## src/verilog/overlay_defines.svh

```systemverilog
`ifndef OVERLAY_DEFINES_SVH
`define OVERLAY_DEFINES_SVH

////////////////////////////////////////////////////////////
// title lettering
////////////////////////////////////////////////////////////

// shift applied to every title stroke
`define TITLE_DX     11'd100
`define TITLE_DY     11'd100

// stroke rows before the shift
`define TITLE_TOP    11'd100
`define TITLE_MID    11'd150
`define TITLE_BOT    11'd200

////////////////////////////////////////////////////////////
// text boxes
////////////////////////////////////////////////////////////

`define PLAY_BOX_X   11'd490  // play screen box
`define PLAY_BOX_Y   11'd600
`define PLAY_BOX_W   11'd40

`define MSG_BOX_X    11'd470  // game over and choice box
`define MSG_BOX_Y    11'd300
`define MSG_BOX_W    11'd110

`define BOX_H        11'd15

////////////////////////////////////////////////////////////
// squares
////////////////////////////////////////////////////////////

// play screen, two squares meeting at the mid point
`define SQ_A_X0      11'd430
`define SQ_A_Y0      11'd400
`define SQ_B_X1      11'd590
`define SQ_B_Y1      11'd560
`define SQ_MID_X     11'd510
`define SQ_MID_Y     11'd480

// choice screen, same rows for both squares
`define CHOICE_Y0    11'd450
`define CHOICE_Y1    11'd550
`define CHOICE_L_X0  11'd300
`define CHOICE_L_X1  11'd400
`define CHOICE_R_X0  11'd650
`define CHOICE_R_X1  11'd750

// 4:4:4 colours
`define COL_LETTER   12'h333
`define COL_BOX_BG   12'heee
`define COL_TITLE    12'hf00
`define COL_YELLOW   12'hff0
`define COL_BLUE     12'h00f
`define COL_GRAY     12'h888

`endif

```

## src/verilog/overlay_pkg.sv

```systemverilog
package overlay_pkg;

    typedef logic [10:0] coord_t;     // pixel count
    typedef logic [11:0] rgb_t;       // 4:4:4 colour
    typedef logic [7:0]  char_xy_t;   // {row, column} of a character cell
    typedef logic [3:0]  char_line_t; // line within a glyph
    typedef logic [7:0]  font_row_t;  // glyph row, msb leftmost

    // what the overlay paints
    typedef enum logic [1:0]
    {
        SCREEN_IDLE   = 2'd0,
        SCREEN_PLAY   = 2'd1,
        SCREEN_OVER   = 2'd2,
        SCREEN_CHOICE = 2'd3
    } screen_t;

    // start_en low means a game is running or just ended
    function automatic screen_t screen_of(
        input logic start_en,
        input logic choice_en,
        input logic game_over
    );
        if (!start_en)
            screen_of = game_over ? SCREEN_OVER : SCREEN_PLAY;
        else if (choice_en)
            screen_of = SCREEN_CHOICE;
        else
            screen_of = SCREEN_IDLE; // start screen, nothing drawn
    endfunction

endpackage

```

## src/verilog/draw_rect_char.sv

```systemverilog
`timescale 1ns/100ps

module draw_rect_char (
    input  logic                    pclk,
    input  logic                    rst,
    input  overlay_pkg::coord_t     hcount_in,
    input  overlay_pkg::coord_t     vcount_in,
    input  logic                    hsync_in,
    input  logic                    vsync_in,
    input  logic                    hblnk_in,
    input  logic                    vblnk_in,
    input  logic                    start_en,
    input  logic                    choice_en,
    input  logic                    game_over,
    input  overlay_pkg::font_row_t  char_pixels,
    output overlay_pkg::char_xy_t   char_xy,
    output overlay_pkg::char_line_t char_line,
    output overlay_pkg::coord_t     hcount_out,
    output overlay_pkg::coord_t     vcount_out,
    output logic                    hsync_out,
    output logic                    vsync_out,
    output logic                    hblnk_out,
    output logic                    vblnk_out,
    output overlay_pkg::rgb_t       rgb_out
);

    // stage 1 to mixer
    logic                 box_hit;
    logic [2:0]           glyph_col;
    overlay_pkg::screen_t screen;
    overlay_pkg::coord_t  hcount_d;
    overlay_pkg::coord_t  vcount_d;
    logic                 hsync_d;
    logic                 vsync_d;
    logic                 hblnk_d;
    logic                 vblnk_d;

    // painter to mixer
    logic                 shape_hit;
    overlay_pkg::rgb_t    shape_rgb;

    glyph_fetch u_glyph_fetch (
        .pclk      (pclk),
        .rst       (rst),
        .hcount_in (hcount_in),
        .vcount_in (vcount_in),
        .hsync_in  (hsync_in),
        .vsync_in  (vsync_in),
        .hblnk_in  (hblnk_in),
        .vblnk_in  (vblnk_in),
        .start_en  (start_en),
        .choice_en (choice_en),
        .game_over (game_over),
        .char_xy   (char_xy),
        .char_line (char_line),
        .box_hit   (box_hit),
        .glyph_col (glyph_col),
        .screen    (screen),
        .hcount_d  (hcount_d),
        .vcount_d  (vcount_d),
        .hsync_d   (hsync_d),
        .vsync_d   (vsync_d),
        .hblnk_d   (hblnk_d),
        .vblnk_d   (vblnk_d)
    );

    shape_painter u_shape_painter (
        .pclk      (pclk),
        .rst       (rst),
        .hcount_in (hcount_in),
        .vcount_in (vcount_in),
        .start_en  (start_en),
        .choice_en (choice_en),
        .game_over (game_over),
        .shape_hit (shape_hit),
        .shape_rgb (shape_rgb)
    );

    overlay_mixer u_overlay_mixer (
        .pclk        (pclk),
        .rst         (rst),
        .box_hit     (box_hit),
        .glyph_col   (glyph_col),
        .screen      (screen),
        .hcount_d    (hcount_d),
        .vcount_d    (vcount_d),
        .hsync_d     (hsync_d),
        .vsync_d     (vsync_d),
        .hblnk_d     (hblnk_d),
        .vblnk_d     (vblnk_d),
        .shape_hit   (shape_hit),
        .shape_rgb   (shape_rgb),
        .char_pixels (char_pixels),
        .hcount_out  (hcount_out),
        .vcount_out  (vcount_out),
        .hsync_out   (hsync_out),
        .vsync_out   (vsync_out),
        .hblnk_out   (hblnk_out),
        .vblnk_out   (vblnk_out),
        .rgb_out     (rgb_out)
    );

endmodule

```

## src/verilog/glyph_fetch.sv

```systemverilog
`timescale 1ns/100ps

`include "overlay_defines.svh"

module glyph_fetch (
    input  logic                    pclk,
    input  logic                    rst,
    input  overlay_pkg::coord_t     hcount_in,
    input  overlay_pkg::coord_t     vcount_in,
    input  logic                    hsync_in,
    input  logic                    vsync_in,
    input  logic                    hblnk_in,
    input  logic                    vblnk_in,
    input  logic                    start_en,
    input  logic                    choice_en,
    input  logic                    game_over,
    output overlay_pkg::char_xy_t   char_xy,
    output overlay_pkg::char_line_t char_line,
    output logic                    box_hit,
    output logic [2:0]              glyph_col,
    output overlay_pkg::screen_t    screen,
    output overlay_pkg::coord_t     hcount_d,
    output overlay_pkg::coord_t     vcount_d,
    output logic                    hsync_d,
    output logic                    vsync_d,
    output logic                    hblnk_d,
    output logic                    vblnk_d
);

    overlay_pkg::screen_t screen_nxt;
    overlay_pkg::coord_t  box_x;
    overlay_pkg::coord_t  box_y;
    overlay_pkg::coord_t  box_w;
    overlay_pkg::coord_t  rel_h;
    overlay_pkg::coord_t  rel_v;
    logic                 box_en;
    logic                 in_box;

    ////////////////////////////////////////////////////////////
    // box window select
    ////////////////////////////////////////////////////////////

    always_comb
    begin
        screen_nxt = overlay_pkg::screen_of(start_en, choice_en, game_over);
        box_en = 1'b1;
        box_x  = `MSG_BOX_X;  // over and choice share this box
        box_y  = `MSG_BOX_Y;
        box_w  = `MSG_BOX_W;
        case (screen_nxt)
            overlay_pkg::SCREEN_PLAY:
            begin
                box_x = `PLAY_BOX_X;
                box_y = `PLAY_BOX_Y;
                box_w = `PLAY_BOX_W;
            end
            overlay_pkg::SCREEN_IDLE: box_en = 1'b0;
            default: box_en = 1'b1;
        endcase
        rel_h  = hcount_in - box_x;
        rel_v  = vcount_in - box_y;
        in_box = box_en
                 && (hcount_in >= box_x) && (hcount_in < box_x + box_w)
                 && (vcount_in >= box_y) && (vcount_in < box_y + `BOX_H);
    end

    always_ff @(posedge pclk)
    begin
        if (rst)
        begin
            char_xy   <= '0;
            char_line <= '0;
            box_hit   <= 1'b0;
            screen    <= overlay_pkg::SCREEN_IDLE;
            hsync_d   <= 1'b0;
            vsync_d   <= 1'b0;
            hblnk_d   <= 1'b0;
            vblnk_d   <= 1'b0;
        end
        else
        begin
            char_xy   <= {rel_v[7:4], rel_h[6:3]}; // 16 px rows, 8 px columns
            char_line <= rel_v[3:0];
            box_hit   <= in_box;
            screen    <= screen_nxt;
            hsync_d   <= hsync_in;
            vsync_d   <= vsync_in;
            hblnk_d   <= hblnk_in;
            vblnk_d   <= vblnk_in;
        end
    end

    // payload, follows the raster
    always_ff @(posedge pclk)
    begin
        glyph_col <= rel_h[2:0];
        hcount_d  <= hcount_in;
        vcount_d  <= vcount_in;
    end

endmodule

```

## src/verilog/overlay_mixer.sv

```systemverilog
`timescale 1ns/100ps

`include "overlay_defines.svh"

module overlay_mixer (
    input  logic                   pclk,
    input  logic                   rst,
    input  logic                   box_hit,
    input  logic [2:0]             glyph_col,
    input  overlay_pkg::screen_t   screen,
    input  overlay_pkg::coord_t    hcount_d,
    input  overlay_pkg::coord_t    vcount_d,
    input  logic                   hsync_d,
    input  logic                   vsync_d,
    input  logic                   hblnk_d,
    input  logic                   vblnk_d,
    input  logic                   shape_hit,
    input  overlay_pkg::rgb_t      shape_rgb,
    input  overlay_pkg::font_row_t char_pixels,
    output overlay_pkg::coord_t    hcount_out,
    output overlay_pkg::coord_t    vcount_out,
    output logic                   hsync_out,
    output logic                   vsync_out,
    output logic                   hblnk_out,
    output logic                   vblnk_out,
    output overlay_pkg::rgb_t      rgb_out
);

    logic                 box_hit_q;
    logic                 shape_hit_q;
    logic                 hsync_q;
    logic                 vsync_q;
    logic                 hblnk_q;
    logic                 vblnk_q;
    logic [2:0]           glyph_col_q;
    overlay_pkg::screen_t screen_q;
    overlay_pkg::coord_t  hcount_q;
    overlay_pkg::coord_t  vcount_q;
    overlay_pkg::rgb_t    shape_rgb_q;
    overlay_pkg::rgb_t    rgb_nxt;

    ////////////////////////////////////////////////////////////
    // wait one cycle for the font rom
    ////////////////////////////////////////////////////////////

    always_ff @(posedge pclk)
    begin
        if (rst)
        begin
            box_hit_q   <= 1'b0;
            shape_hit_q <= 1'b0;
            screen_q    <= overlay_pkg::SCREEN_IDLE;
            hsync_q     <= 1'b0;
            vsync_q     <= 1'b0;
            hblnk_q     <= 1'b0;
            vblnk_q     <= 1'b0;
        end
        else
        begin
            box_hit_q   <= box_hit;
            shape_hit_q <= shape_hit;
            screen_q    <= screen;
            hsync_q     <= hsync_d;
            vsync_q     <= vsync_d;
            hblnk_q     <= hblnk_d;
            vblnk_q     <= vblnk_d;
        end
    end

    always_ff @(posedge pclk)
    begin
        glyph_col_q <= glyph_col;
        shape_rgb_q <= shape_rgb;
        hcount_q    <= hcount_d;
        vcount_q    <= vcount_d;
    end

    // text box over shapes over background
    always_comb
    begin
        if (screen_q == overlay_pkg::SCREEN_IDLE)
            rgb_nxt = `COL_GRAY;
        else if (box_hit_q)
            rgb_nxt = char_pixels[3'd7 - glyph_col_q] ? `COL_LETTER : `COL_BOX_BG;
        else if (shape_hit_q)
            rgb_nxt = shape_rgb_q;
        else
            rgb_nxt = `COL_GRAY;
    end

    always_ff @(posedge pclk)
    begin
        if (rst)
        begin
            hcount_out <= '0;
            vcount_out <= '0;
            hsync_out  <= 1'b0;
            vsync_out  <= 1'b0;
            hblnk_out  <= 1'b0;
            vblnk_out  <= 1'b0;
            rgb_out    <= '0;
        end
        else
        begin
            hcount_out <= hcount_q;
            vcount_out <= vcount_q;
            hsync_out  <= hsync_q;
            vsync_out  <= vsync_q;
            hblnk_out  <= hblnk_q;
            vblnk_out  <= vblnk_q;
            rgb_out    <= rgb_nxt;
        end
    end

endmodule

```

## src/verilog/shape_painter.sv

```systemverilog
`timescale 1ns/100ps

`include "overlay_defines.svh"

module shape_painter (
    input  logic                pclk,
    input  logic                rst,
    input  overlay_pkg::coord_t hcount_in,
    input  overlay_pkg::coord_t vcount_in,
    input  logic                start_en,
    input  logic                choice_en,
    input  logic                game_over,
    output logic                shape_hit,
    output overlay_pkg::rgb_t   shape_rgb
);

    overlay_pkg::screen_t screen_now;
    overlay_pkg::rgb_t    rgb_nxt;
    logic                 hit_nxt;
    logic                 title_hit;

    // horizontal stroke on title row y, columns x0..x1, shifted
    function automatic logic h_run(
        input overlay_pkg::coord_t h,
        input overlay_pkg::coord_t v,
        input overlay_pkg::coord_t y,
        input overlay_pkg::coord_t x0,
        input overlay_pkg::coord_t x1
    );
        h_run = (v == y + `TITLE_DY)
                && (h >= x0 + `TITLE_DX) && (h <= x1 + `TITLE_DX);
    endfunction

    // vertical stroke, always full letter height
    function automatic logic v_run(
        input overlay_pkg::coord_t h,
        input overlay_pkg::coord_t v,
        input overlay_pkg::coord_t x
    );
        v_run = (h == x + `TITLE_DX)
                && (v >= `TITLE_TOP + `TITLE_DY) && (v <= `TITLE_BOT + `TITLE_DY);
    endfunction

    ////////////////////////////////////////////////////////////
    // title strokes, T I C T A C T O E
    ////////////////////////////////////////////////////////////

    always_comb
    begin
        title_hit =
            h_run(hcount_in, vcount_in, `TITLE_TOP, 11'd30, 11'd100)    // T
            | v_run(hcount_in, vcount_in, 11'd65)
            | v_run(hcount_in, vcount_in, 11'd120)                      // I
            | v_run(hcount_in, vcount_in, 11'd140)                      // C
            | h_run(hcount_in, vcount_in, `TITLE_TOP, 11'd140, 11'd210)
            | h_run(hcount_in, vcount_in, `TITLE_BOT, 11'd140, 11'd210)
            | h_run(hcount_in, vcount_in, `TITLE_TOP, 11'd250, 11'd320) // T
            | v_run(hcount_in, vcount_in, 11'd285)
            | v_run(hcount_in, vcount_in, 11'd340)                      // A
            | v_run(hcount_in, vcount_in, 11'd410)
            | h_run(hcount_in, vcount_in, `TITLE_TOP, 11'd340, 11'd410)
            | h_run(hcount_in, vcount_in, `TITLE_MID, 11'd340, 11'd410)
            | h_run(hcount_in, vcount_in, `TITLE_TOP, 11'd430, 11'd500) // C
            | h_run(hcount_in, vcount_in, `TITLE_BOT, 11'd430, 11'd500)
            | v_run(hcount_in, vcount_in, 11'd430)
            | h_run(hcount_in, vcount_in, `TITLE_TOP, 11'd540, 11'd610) // T
            | v_run(hcount_in, vcount_in, 11'd575)
            | h_run(hcount_in, vcount_in, `TITLE_TOP, 11'd630, 11'd700) // O
            | h_run(hcount_in, vcount_in, `TITLE_BOT, 11'd630, 11'd700)
            | v_run(hcount_in, vcount_in, 11'd630)
            | v_run(hcount_in, vcount_in, 11'd700)
            | v_run(hcount_in, vcount_in, 11'd720)                      // E
            | h_run(hcount_in, vcount_in, `TITLE_TOP, 11'd720, 11'd790)
            | h_run(hcount_in, vcount_in, `TITLE_MID, 11'd720, 11'd790)
            | h_run(hcount_in, vcount_in, `TITLE_BOT, 11'd720, 11'd790);
    end

    // first match wins
    always_comb
    begin
        screen_now = overlay_pkg::screen_of(start_en, choice_en, game_over);
        hit_nxt = 1'b1;
        rgb_nxt = `COL_GRAY;
        if (screen_now == overlay_pkg::SCREEN_PLAY && title_hit)
            rgb_nxt = `COL_TITLE;
        else if (screen_now == overlay_pkg::SCREEN_PLAY
                 && hcount_in >= `SQ_A_X0 && hcount_in <= `SQ_MID_X
                 && vcount_in >= `SQ_A_Y0 && vcount_in <= `SQ_MID_Y)
            rgb_nxt = `COL_YELLOW;
        else if (screen_now == overlay_pkg::SCREEN_PLAY
                 && hcount_in > `SQ_MID_X && hcount_in <= `SQ_B_X1
                 && vcount_in > `SQ_MID_Y && vcount_in <= `SQ_B_Y1)
            rgb_nxt = `COL_BLUE; // lower right, no overlap with yellow
        else if (screen_now == overlay_pkg::SCREEN_CHOICE
                 && vcount_in >= `CHOICE_Y0 && vcount_in <= `CHOICE_Y1
                 && hcount_in >= `CHOICE_L_X0 && hcount_in <= `CHOICE_L_X1)
            rgb_nxt = `COL_BLUE;
        else if (screen_now == overlay_pkg::SCREEN_CHOICE
                 && vcount_in >= `CHOICE_Y0 && vcount_in <= `CHOICE_Y1
                 && hcount_in >= `CHOICE_R_X0 && hcount_in <= `CHOICE_R_X1)
            rgb_nxt = `COL_YELLOW;
        else
            hit_nxt = 1'b0;
    end

    always_ff @(posedge pclk)
    begin
        if (rst)
            shape_hit <= 1'b0;
        else
            shape_hit <= hit_nxt;
    end

    always_ff @(posedge pclk)
    begin
        shape_rgb <= rgb_nxt;
    end

endmodule
```

## config.mk

```make
export PLATFORM = sky130hd
export DESIGN_NAME = draw_rect_char
export DESIGN_NICKNAME = d
export VERILOG_FILES = /design/src/verilog/overlay_pkg.sv /design/src/verilog/draw_rect_char.sv /design/src/verilog/glyph_fetch.sv /design/src/verilog/overlay_mixer.sv /design/src/verilog/shape_painter.sv
export VERILOG_INCLUDE_DIRS = /design/src /design/src/verilog
export SDC_FILE = /design/constraint.sdc
export NUM_CORES = 1
export LEC_CHECK = 0
export ABC_AREA = 1
export BUFFER_PORTS_ARGS = -buffer_cell sky130_fd_sc_hd__buf_4
export CORE_MARGIN = 3
export CORE_UTILIZATION = 55
export CTS_BUF_LIST = sky130_fd_sc_hd__clkbuf_8
export CTS_CLUSTER_DIAMETER = 100
export CTS_CLUSTER_SIZE = 30
export DETAILED_ROUTE_END_ITERATION = 10
export GPL_ROUTABILITY_DRIVEN = 1
export HOLD_SLACK_MARGIN = 0.08
export PLACE_DENSITY = 0.78
export SLEW_MARGIN = 20
export SYNTH_ARGS = -nofsm -noshare
export SYNTH_HDL_FRONTEND = slang
export SYNTH_SLANG_ARGS = --single-unit
```

## constraint.sdc

```tcl
create_clock -name pclk -period 2.67 [get_ports pclk]
set_input_delay 0.267 -clock pclk [delete_from_list [all_inputs] [get_ports pclk]]
set_output_delay 0.267 -clock pclk [all_outputs]
set_load 0.02 [all_outputs]
```

==> impl_metrics.env, run 1 <==
export IMPL_outcome="finished clean"
export IMPL_multi_input_area_um2=2093
export IMPL_syn_to_final_growth_pct=27.96
export IMPL_synth_top_area_cell="dfxtp_1"
export IMPL_end_kind="flip-flop"
export IMPL_cts_sinks=126
export IMPL_fin_skew_ps=12.56
export IMPL_drive_above_1_share_pct=17.35
export IMPL_start_kind="input pin"
export IMPL_fp_dieArea_um2=10380
export IMPL_vdd_ir_drop_worst_uv=384.8
export IMPL_cts_root_buf="clkbuf_8"
export IMPL_max_freq_mhz=468.3
export IMPL_hold_viol=0
export IMPL_worstPathRequired_ps=2980
export IMPL_ys_seq_elements=126
export IMPL_maxCapViolCount=0
export IMPL_critPathKind="input pin to flip-flop"
export IMPL_grt_ovfl_total=0
export IMPL_row_count=34
export IMPL_grt_pass1_wl_um=22370
export IMPL_grt_pass1_vias=4749
export IMPL_syn_area_per_cell_um2=7.526
export IMPL_ctsResizeCount=0
export IMPL_drv_slew=0
export IMPL_htreeDepth=4
export IMPL_synth_most_common_cell="nor2_1"
export IMPL_synth_area_leaders="dfxtp_1, nor2_1, nand2_1"
export IMPL_rrSetupSlack_ps=720
export IMPL_die_h_um=101.9
export IMPL_rsz0062_at_grt="no"
export IMPL_cp_startpoint="hcount_in[9]"
export IMPL_die_w_um=101.9
export IMPL_path_buf_inv=4
export IMPL_power_total_uw=4314
export IMPL_grt_total_usage_pct=27.87
export IMPL_clk_pin_slew_ps=70
export IMPL_postCtsSetupBuffers=0
export IMPL_port_buffers=88
export IMPL_regArea_um2=2522
export IMPL_first_iter_violations=253
export IMPL_ys_warnings_count=0
export IMPL_setup_viol=0
export IMPL_yosys_area_top_type_share_pct=49.88
export IMPL_r2r_start="u_overlay_mixer.glyph_col_q[0]$_DFF_P_"
export IMPL_synthArstFlopShare_pct=0
export IMPL_relSlewSlack_pct=59.13
export IMPL_grt_max_degree=51
export IMPL_arrival_ps=2440
export IMPL_reg2reg_to="u_overlay_mixer.rgb_out[3]$_SDFF_PP0_"
export IMPL_initial_core_util_pct=57.43
export IMPL_dp_hpwl_um=9659
export IMPL_post_drt_via_cell_ratio=5.269
export IMPL_period_share_pct=79.98
export IMPL_path_depth=14
export IMPL_post_route_drc_count=0
export IMPL_reg2reg_depth=8
export IMPL_ys_flop_type="dfxtp_1"
export IMPL_crit_slowest_cell="dlygate4sd3_1"
export IMPL_ys_top_cells_by_count="nor2_1, nand2_1, dfxtp_1"
export IMPL_critPathMostFrequentCell="nand2_1"
export IMPL_drt_total_wl_um=13860
export IMPL_netlist_area_um2=5057
export IMPL_worstPathCellList="dlygate4sd3_1 -> buf_4 -> nor2_1 -> nand2_1 -> nor2_1 -> nand2_1 -> nand2_1 -> nand2_1 -> inv_1 -> nand2_1 -> nand2_1 -> nand4_2 -> a21oi_2 -> inv_1"
export IMPL_yosysUniqueCellTypes=35
export IMPL_coreArea_um2=8806
export IMPL_syn_nets=729
export IMPL_total_leakage_power_uw=0.003199
export IMPL_ant_nets=0
export IMPL_n_antenna_cell=0
export IMPL_hold_class="input pin to flip-flop"
export IMPL_pin_count=89
export IMPL_cts_buffers=17
export IMPL_cts_path_max_buffers=2
export IMPL_synth_cells=672
export IMPL_layout_nets=851
export IMPL_endpoint="u_shape_painter.shape_rgb[10]$_SDFF_PP1_"
export IMPL_first_pass_iters=5
export IMPL_tns_ps=0
export IMPL_clock_latency_ps=420
export IMPL_synth_edf_count=0
export IMPL_crit_fanout=6
export IMPL_num_vias=4821
export IMPL_power_density_nw_per_um2=666.6
export IMPL_place_gp_congestion=0.9824
export IMPL_cp_top_family="simple AND/OR/NAND/NOR gates"
export IMPL_ys_seq_area_share_pct=49.88
export IMPL_tritoncts="built"
export IMPL_fillers=685
export IMPL_slowest_delay_ps=540
export IMPL_fin_crit_ps=2135
export IMPL_antenna_found_initial=0
export IMPL_wire_per_inst_um=15.15
export IMPL_worst_pin_slew_ps=606.6
## worst min-delay path by stage
stage                                 startpoint                                  end  slack, ps  cells after the start
2_1_floorplan                       hcount_in[0]   u_glyph_fetch.glyph_col[0]$_DFF_P_        290                      0
3_3_place_gp   u_glyph_fetch.vcount_d[0]$_DFF_P_  u_overlay_mixer.vcount_q[0]$_DFF_P_        310                      0
3_5_place_dp   u_glyph_fetch.hcount_d[6]$_DFF_P_  u_overlay_mixer.hcount_q[6]$_DFF_P_        310                      0
4_1_cts                                 start_en   u_glyph_fetch.screen[0]$_SDFF_PP0_        110                      3
5_1_grt                                 start_en   u_glyph_fetch.screen[0]$_SDFF_PP0_        130                      3
6_report                                start_en   u_glyph_fetch.screen[0]$_SDFF_PP0_        130                      3
## power by group
group / internal, uW / switching, uW
clock: 968 / 804
sequential: 1970 / 27.2
combinational: 204 / 339
total: 3140 / 1170
## cells in the final DEF (no fill, tap or decap), drive strengths merged
master	instances
o211ai	1
nand2	140
or2	1
o32ai	2
and2	1
clkinv	3
clkbuf	18
ha	17
a31oi	3
dfxtp	126
a21oi	30
nand3	41
o31a	1
o31ai	4
inv	103
nand4	7
dlygate4sd3	26
a22oi	1
nor4	3
nor2	142
o21a	6
buf	89
clkinvlp	2
bufinv	3
nor3	9
fa	1
o21bai	3
o21ai	23
a41oi	1
## worst register-to-register path: stages (launching register included)
cell and delay (ps):
dfxtp_1 340, inv_1 130, nor2_1 50, o32ai_1 230, inv_1 60, o21ai_0 490
nand2_1 260, o21ai_0 160, a21oi_1 100
## metrics by stage
stage | util [%] | cell area (um2) | hold WS (ps) | cells | setup slack (ps)
CTS | 73.49 | 6471 | 109.5 | 915 | 579.5
global route | 73.49 | 6471 | 130.8 | 915 | 354.0
global placement | 65.67 | 5783 | 309.7 | 857 | 465.3
detailed placement | 65.67 | 5783 | 312.8 | 857 | 315.7
floorplan | - | 5057 | 294.7 | 672 | 304.6
finish | 73.49 | 6471 | 128.9 | 915 | 534.6
## state kept, by name (all words and copies together), names as in the netlist, 2 cells and up
signal	count
u_overlay_mixer.glyph_col_q	3
u_glyph_fetch.vcount_d	11
u_overlay_mixer.vcount_q	11
u_overlay_mixer.vcount_out	11
u_glyph_fetch.glyph_col	3
u_overlay_mixer.shape_rgb_q	6
u_glyph_fetch.screen	2
u_overlay_mixer.hcount_out	11
u_shape_painter.shape_rgb	6
u_overlay_mixer.screen_q	2
u_glyph_fetch.char_xy	8
u_overlay_mixer.hcount_q	10
u_overlay_mixer.rgb_out	12
u_glyph_fetch.char_line	4
u_glyph_fetch.hcount_d	10
## layout make-up
class	instances	share of cell area (%)
clock buffer	18	3.828
multi-input combinational	437	32.35
clock inverter	14	2.784
tap	108	2.088
timing repair buffer	115	14.35
sequential	126	38.98
inverter	97	5.626
## repair_timing
| action | 4_1_cts | 5_1_grt |
|---|---|---|
| setup endpoints to repair | 0 | 0 |
| hold buffers | 26 | 0 |
| endpoints found under the hold margin | 26 | 0 |
## routing by layer
metal	share of wire (%)	wire length, um	global-route usage [%]
met4	4.4	605	14.63
met1	39	5429	31.36
met5	0	0	0
met3	7.4	1019	6.689
met2	49	6807	48.89
## cell families after synthesis
logic type,count (synthesis),synth area share [%]
DFF,126,49.88
buffers and inverters,109,8.733
and+or+nand+nor,344,28.18
adders and majority gates,18,4.602
AOI/OAI and AO/OA,75,8.610
Note: power is estimated with default switching activity, not from simulation.
==> run 2, diff against run 1 <==
--- a/config.mk
+++ b/config.mk
@@ -6,7 +6,7 @@
 export SDC_FILE = /design/constraint.sdc
 export NUM_CORES = 1
 export LEC_CHECK = 0
-export ABC_AREA = 1
+export ABC_AREA = 0
 export BUFFER_PORTS_ARGS = -buffer_cell sky130_fd_sc_hd__buf_4
 export CORE_MARGIN = 3
 export CORE_UTILIZATION = 55
==> constraint.sdc (replaced) <==
create_clock -name pclk -period 2.2 [get_ports pclk]
set_input_delay 0.22 -clock pclk [delete_from_list [all_inputs] [get_ports pclk]]
set_output_delay 0.22 -clock pclk [all_outputs]
set_load 0.02 [all_outputs]
==> impl_metrics.env, run 2 <==
export IMPL_outcome="finished clean"
export IMPL_maxCapViolCount=0
export IMPL_vdd_ir_drop_worst_uv=541.0
export IMPL_dp_slack_ps=-57.41
export IMPL_ys_warnings_count=0
export IMPL_worstPathRequired_ps=2480
export IMPL_period_share_pct=99.24
export IMPL_p_int_uw=3623
export IMPL_drt_total_wl_um=11760
export IMPL_num_vias=3936
export IMPL_start_kind="input pin"
export IMPL_syn_to_final_growth_pct=30.83
export IMPL_syn_area_per_cell_um2=10.54
export IMPL_setup_viol=0
export IMPL_grt_max_degree=48
export IMPL_cts_sinks=126
export IMPL_layout_nets=643
export IMPL_drive_above_1_share_pct=28.26
export IMPL_wire_per_inst_um=16.73
export IMPL_port_buffers=88
export IMPL_fillers=552
export IMPL_synthArstFlopShare_pct=0
export IMPL_synth_cells=460
export IMPL_ys_seq_elements=126
export IMPL_r2r_start="u_overlay_mixer.glyph_col_q[0]$_DFF_P_"
export IMPL_first_pass_iters=7
export IMPL_netlist_area_um2=4850
export IMPL_postLayoutCoreUtil_pct=75.70
export IMPL_p_seq_share_pct=49.4
export IMPL_fp_dieArea_um2=9980
export IMPL_die_h_um=99.90
export IMPL_critPathKind="input pin to flip-flop"
export IMPL_arrival_ps=2460
export IMPL_power_density_nw_per_um2=772.8
export IMPL_grt_ovfl_total=0
export IMPL_endpoint="u_shape_painter.shape_hit$_SDFF_PP0_"
export IMPL_ys_top_cells_by_count="dfxtp_1, nor2b_1, nor2_1"
export IMPL_worst_pin_slew_ps=555.5
export IMPL_die_w_um=99.90
export IMPL_coreArea_um2=8382
export IMPL_htreeDepth=4
export IMPL_synth_edf_count=0
export IMPL_row_count=33
export IMPL_clock_latency_ps=410
export IMPL_ys_seq_area_share_pct=52.01
export IMPL_swShare_pct=26.12
export IMPL_grt_total_usage_pct=23.58
export IMPL_post_drt_via_cell_ratio=5.599
export IMPL_tritoncts="built"
export IMPL_placed_area_um2=5602
export IMPL_hold_viol=0
export IMPL_finalWorstSetupSlack_ps=16.66
export IMPL_cts_buffers=17
export IMPL_total_leakage_power_uw=0.002706
export IMPL_yosysUniqueCellTypes=75
export IMPL_synth_most_common_cell="dfxtp_1"
export IMPL_grt_pass1_wl_um=18750
export IMPL_p_comb_share_pct=13.7
export IMPL_rrSetupSlack_ps=480
export IMPL_cts_path_max_buffers=2
export IMPL_initial_core_util_pct=57.86
export IMPL_pin_count=89
export IMPL_final_area_um2=6345
export IMPL_regMostFlops="u_overlay_mixer.rgb_out"
export IMPL_clk_pin_slew_ps=70
export IMPL_grt_pass1_vias=3891
export IMPL_synth_area_leaders="dfxtp_1, nor2b_1, ha_1"
export IMPL_netSwitchingPower_uw=1281
export IMPL_syn_nets=517
export IMPL_first_iter_violations=258
export IMPL_ant_nets=0
export IMPL_ys_flop_type="dfxtp_1"
export IMPL_regArea_um2=2522
export IMPL_worst_hold_slack_ps=148.8
export IMPL_cp_startpoint="hcount_in[3]"
export IMPL_pwr_share_clk_pct=36.8
export IMPL_fin_crit_ps=2183
export IMPL_max_freq_mhz=458.0
export IMPL_multi_input_area_um2=2112
export IMPL_antenna_found_initial=0
export IMPL_end_kind="flip-flop"
export IMPL_layout_common_cells="dfxtp_1, buf_4, nor2b_1"
export IMPL_cts_root_buf="clkbuf_8"
export IMPL_reg2reg_to="u_overlay_mixer.rgb_out[3]$_SDFF_PP0_"
export IMPL_largest_register_ffs=12
export IMPL_yosys_area_top_type_share_pct=52.01
export IMPL_place_gp_congestion=0.8890
export IMPL_postCtsSetupBuffers=0
export IMPL_n_antenna_cell=0
export IMPL_hold_class="input pin to flip-flop"
export IMPL_relSlewSlack_pct=62.63
export IMPL_final_common_cell="dfxtp_1"
export IMPL_crit_fanout=21
export IMPL_synth_top_area_cell="dfxtp_1"
export IMPL_power_total_uw=4903
export IMPL_reg2reg_depth=5
export IMPL_fin_skew_ps=9.559
export IMPL_post_route_drc_count=0
export IMPL_dp_hpwl_um=7560
export IMPL_drv_slew=0
## run 2: changes by cell type in the layout (fill, tap and decap cells not counted), sizes merged, moves of 6 or more
cell	delta
nand2	-125
nor3b	+7
nor2	-116
o21ai	-12
nand2b	+6
nor2b	+42
inv	-85
nand3	-32
buf	+19
and3	+6
and2	+7
a21oi	-8
## run 2: worst min path at each step
stage	start	end	slack (ps)	cells past startpoint
after floorplan	hcount_in[0]	u_glyph_fetch.glyph_col[0]$_DFF_P_	250	0
after global placement	u_glyph_fetch.hcount_d[1]$_DFF_P_	u_overlay_mixer.hcount_q[1]$_DFF_P_	310	0
after detailed placement	u_shape_painter.shape_rgb[11]$_SDFF_PP1_	u_overlay_mixer.shape_rgb_q[11]$_DFF_P_	310	0
after CTS	game_over	u_glyph_fetch.screen[1]$_SDFF_PP0_	110	3
after global routing	hcount_in[1]	u_glyph_fetch.glyph_col[1]$_DFF_P_	150	2
final	game_over	u_glyph_fetch.screen[1]$_SDFF_PP0_	150	3
## run 2: layout make-up
type                       instances  area share [%]
sequential                       126           39.76
multi-input combinational        288           33.29
timing repair buffer             137           18.20
clock buffer                      18           3.905
tap                              105           2.071
clock inverter                    13           1.834
inverter                          16          0.9466
## run 2: critical path, stage by stage
cell and delay [ps]:
dlygate4sd3_1 610, buf_12 190, o21ai_0 80, and4b_1 190, o211ai_1 270, a31oi_1 150
o41ai_2 450, buf_4 200, a41oi_2 100
## run 2: logic make-up after synthesis
logic type               Yosys count  synth area share, %
AND/OR/NAND/NOR                  164                21.00
XOR/XNOR                           8                1.445
AO/OA/AOI/OAI                     95                14.45
multiplexers                       3                1.135
buffers and inverters             46                5.160
adder cells (fa/ha/maj)           18                4.799
flip-flops                       126                52.01
## run 2: per-layer routing
metal	share of wire (%)	global-route usage [%]
met1	40	28.72
met2	51	41.05
met3	7.7	5.837
met4	1.3	7.248
met5	0	0
## run 2: repair_timing
| action | CTS | global route |
|---|---|---|
| resized for setup | 0 | 22 |
| setup endpoints to repair | 0 | 5 |
| hold buffers | 28 | 0 |
| hold endpoints to repair | 33 | 0 |
## run 2: per-stage QoR
step | instances | setup TNS (ps)
floorplan | 460 | 0
global placement | 643 | 0
detailed placement | 643 | -57.41
CTS | 702 | 0
global route | 703 | -8.830
finish | 703 | 0
## run 2: power groups by stage
stage	combinational, uW	sequential [uW]	clock, uW
global route	727	2430	1940
CTS	641	2420	1840
finish	674	2420	1810
detailed placement	598	2480	0
global placement	586	2470	0
floorplan	299	2530	0
==> run 3, diff against run 2 <==
--- a/config.mk
+++ b/config.mk
@@ -17,7 +17,6 @@
 export GPL_ROUTABILITY_DRIVEN = 1
 export HOLD_SLACK_MARGIN = 0.08
 export PLACE_DENSITY = 0.78
-export SLEW_MARGIN = 20
 export SYNTH_ARGS = -nofsm -noshare
 export SYNTH_HDL_FRONTEND = slang
 export SYNTH_SLANG_ARGS = --single-unit
==> constraint.sdc (replaced) <==
create_clock -name pclk -period 2.2 [get_ports pclk]
set_input_delay 0.33 -clock pclk [delete_from_list [all_inputs] [get_ports pclk]]
set_output_delay 0.33 -clock pclk [all_outputs]
set_load 0.02 [all_outputs]
==> impl_metrics.env, run 3 (synthesis gave the netlist of run 2 again) <==
export IMPL_first_iter_violations=169
export IMPL_reg2reg_depth=5
export IMPL_worstPathRequired_ps=2460
export IMPL_rrSetupSlack_ps=480
export IMPL_cts_path_max_buffers=2
export IMPL_grt_max_degree=60
export IMPL_dp_slack_ps=-158.8
export IMPL_layout_nets=639
export IMPL_grt_ovfl_total=0
export IMPL_end_kind="flip-flop"
export IMPL_met3_length_um=627
export IMPL_fp_dieArea_um2=9980
export IMPL_grt_pass1_wl_um=17880
export IMPL_regArea_um2=2522
export IMPL_wire_per_inst_um=15.92
export IMPL_hp_start="vcount_in[3]"
export IMPL_fillers=591
export IMPL_multi_input_area_um2=2111
export IMPL_crit_fanout=10
export IMPL_relSlewSlack_pct=59.28
export IMPL_largest_register_ffs=12
export IMPL_drt_total_wl_um=11140
export IMPL_coreArea_um2=8382
export IMPL_dp_hpwl_um=7597
export IMPL_syn_to_final_growth_pct=28.95
export IMPL_die_h_um=99.90
export IMPL_cp_startpoint="hcount_in[9]"
export IMPL_maxCapViolCount=0
export IMPL_total_leakage_power_uw=0.002699
export IMPL_cts_root_buf="clkbuf_8"
export IMPL_post_route_drc_count=0
export IMPL_fin_skew_ps=11.33
export IMPL_setup_viol=0
export IMPL_rsz0062_at_grt="no"
export IMPL_vdd_ir_drop_worst_uv=647.6
export IMPL_met1Wirelength_um=4615
export IMPL_first_pass_iters=4
export IMPL_fin_crit_ps=2158
export IMPL_postLayoutCoreUtil_pct=74.61
export IMPL_tns_ps=0
export IMPL_initial_core_util_pct=57.86
export IMPL_grt_pass1_vias=3735
export IMPL_port_buffers=88
export IMPL_ant_nets=0
export IMPL_htreeDepth=4
export IMPL_layout_common_cells="dfxtp_1, buf_4, nor2b_1"
export IMPL_min_delay_path_depth=1
export IMPL_post_drt_via_cell_ratio=5.493
export IMPL_r2r_start="u_overlay_mixer.glyph_col_q[0]$_DFF_P_"
export IMPL_hold_class="input pin to flip-flop"
export IMPL_n_antenna_cell=0
export IMPL_period_share_pct=98.10
export IMPL_num_vias=3845
export IMPL_final_common_cell="dfxtp_1"
export IMPL_regMostFlops="u_overlay_mixer.rgb_out"
export IMPL_worst_pin_slew_ps=610.9
export IMPL_tritoncts="built"
export IMPL_die_w_um=99.90
export IMPL_power_density_nw_per_um2=810.7
export IMPL_antenna_found_initial=0
export IMPL_critPathKind="input pin to flip-flop"
export IMPL_whs_endpoint="u_glyph_fetch.vcount_d[3]$_DFF_P_"
export IMPL_clk_pin_slew_ps=80
export IMPL_clock_latency_ps=420
export IMPL_place_gp_congestion=0.8757
export IMPL_drive_above_1_share_pct=30.92
export IMPL_drv_slew=0
export IMPL_grt_total_usage_pct=22.88
export IMPL_pin_count=89
export IMPL_cts_buffers=17
export IMPL_wl_met2_um=5755
export IMPL_start_kind="input pin"
export IMPL_arrival_ps=2420
export IMPL_finalWorstSetupSlack_ps=41.71
export IMPL_reg2reg_to="u_overlay_mixer.rgb_out[11]$_SDFF_PP0_"
export IMPL_hold_viol=0
export IMPL_row_count=33
export IMPL_cts_sinks=126
export IMPL_max_freq_mhz=463.3
export IMPL_outcome="finished clean"
export IMPL_top_layer_used="met4"
-- run 3: changes by cell type in the layout (fill, tap and decap cells not counted), sizes merged --
cell         before  now
bufinv            1    2
clkbuf           19   18
dlygate4sd3      27    4
inv              18   20
buf             108  128
clkinv            7    4
clkinvlp          3    4
-- run 3: repair_timing --
item,4_1_cts,5_1_grt
gates resized for setup,0,9
endpoints found under the hold margin,5,0
hold buffers,5,0
setup buffers,0,5
setup endpoints to repair,0,4
-- run 3: how the worst max path moves through the flow --
| stage | to | slack (ps) | depth (start not counted) |
|---|---|---|---|
| final | u_shape_painter.shape_hit$_SDFF_PP0_ | 40 | 8 |
| after global routing | u_shape_painter.shape_rgb[3]$_SDFF_PP0_ | 30 | 9 |
| after CTS | u_shape_painter.shape_rgb[3]$_SDFF_PP0_ | 20 | 9 |
| after detailed placement | u_glyph_fetch.box_hit$_SDFF_PP0_ | -160 | 10 |
| after global placement | u_glyph_fetch.box_hit$_SDFF_PP0_ | -70 | 10 |
| after floorplan | u_glyph_fetch.box_hit$_SDFF_PP0_ | 40 | 10 |
-- run 3: critical path: stages --
cell and delay (ps):
dlygate4sd3_1 560, buf_6 150, and4bb_2 270, nand2b_1 90, o22ai_1 80, o31a_1 310, o41ai_4 480, a41oi_2 160
-- run 3: final cells by class --
type,instances,area share (%)
sequential,126,40.34
multi-input combinational,288,33.75
timing repair buffer,133,16.39
clock buffer,18,3.962
clock inverter,14,2.501
tap,105,2.101
inverter,16,0.9604
-- run 3: report_power, final --
group,internal [uW],switching [uW]
clock,1050,944
combinational,300,350
sequential,2390,29.8
-- run 3: metal layers --
layer  global-route usage, %  vias up
met3                   5.629       13
li1                        -     1883
met2                   39.56      127
met4                   8.403        0
met5                       0        -
met1                   27.53     1822
-- run 3: through the flow --
step	hold slack, ps	instances	cell area (um2)	power, uW
after floorplan	309.6	460	4851	2830
after global routing	101.3	700	6254	5277
after detailed placement	312.1	659	5722	3097
final	115.6	700	6254	5070
after global placement	309.8	659	5722	3082
after CTS	88.51	696	6176	5100
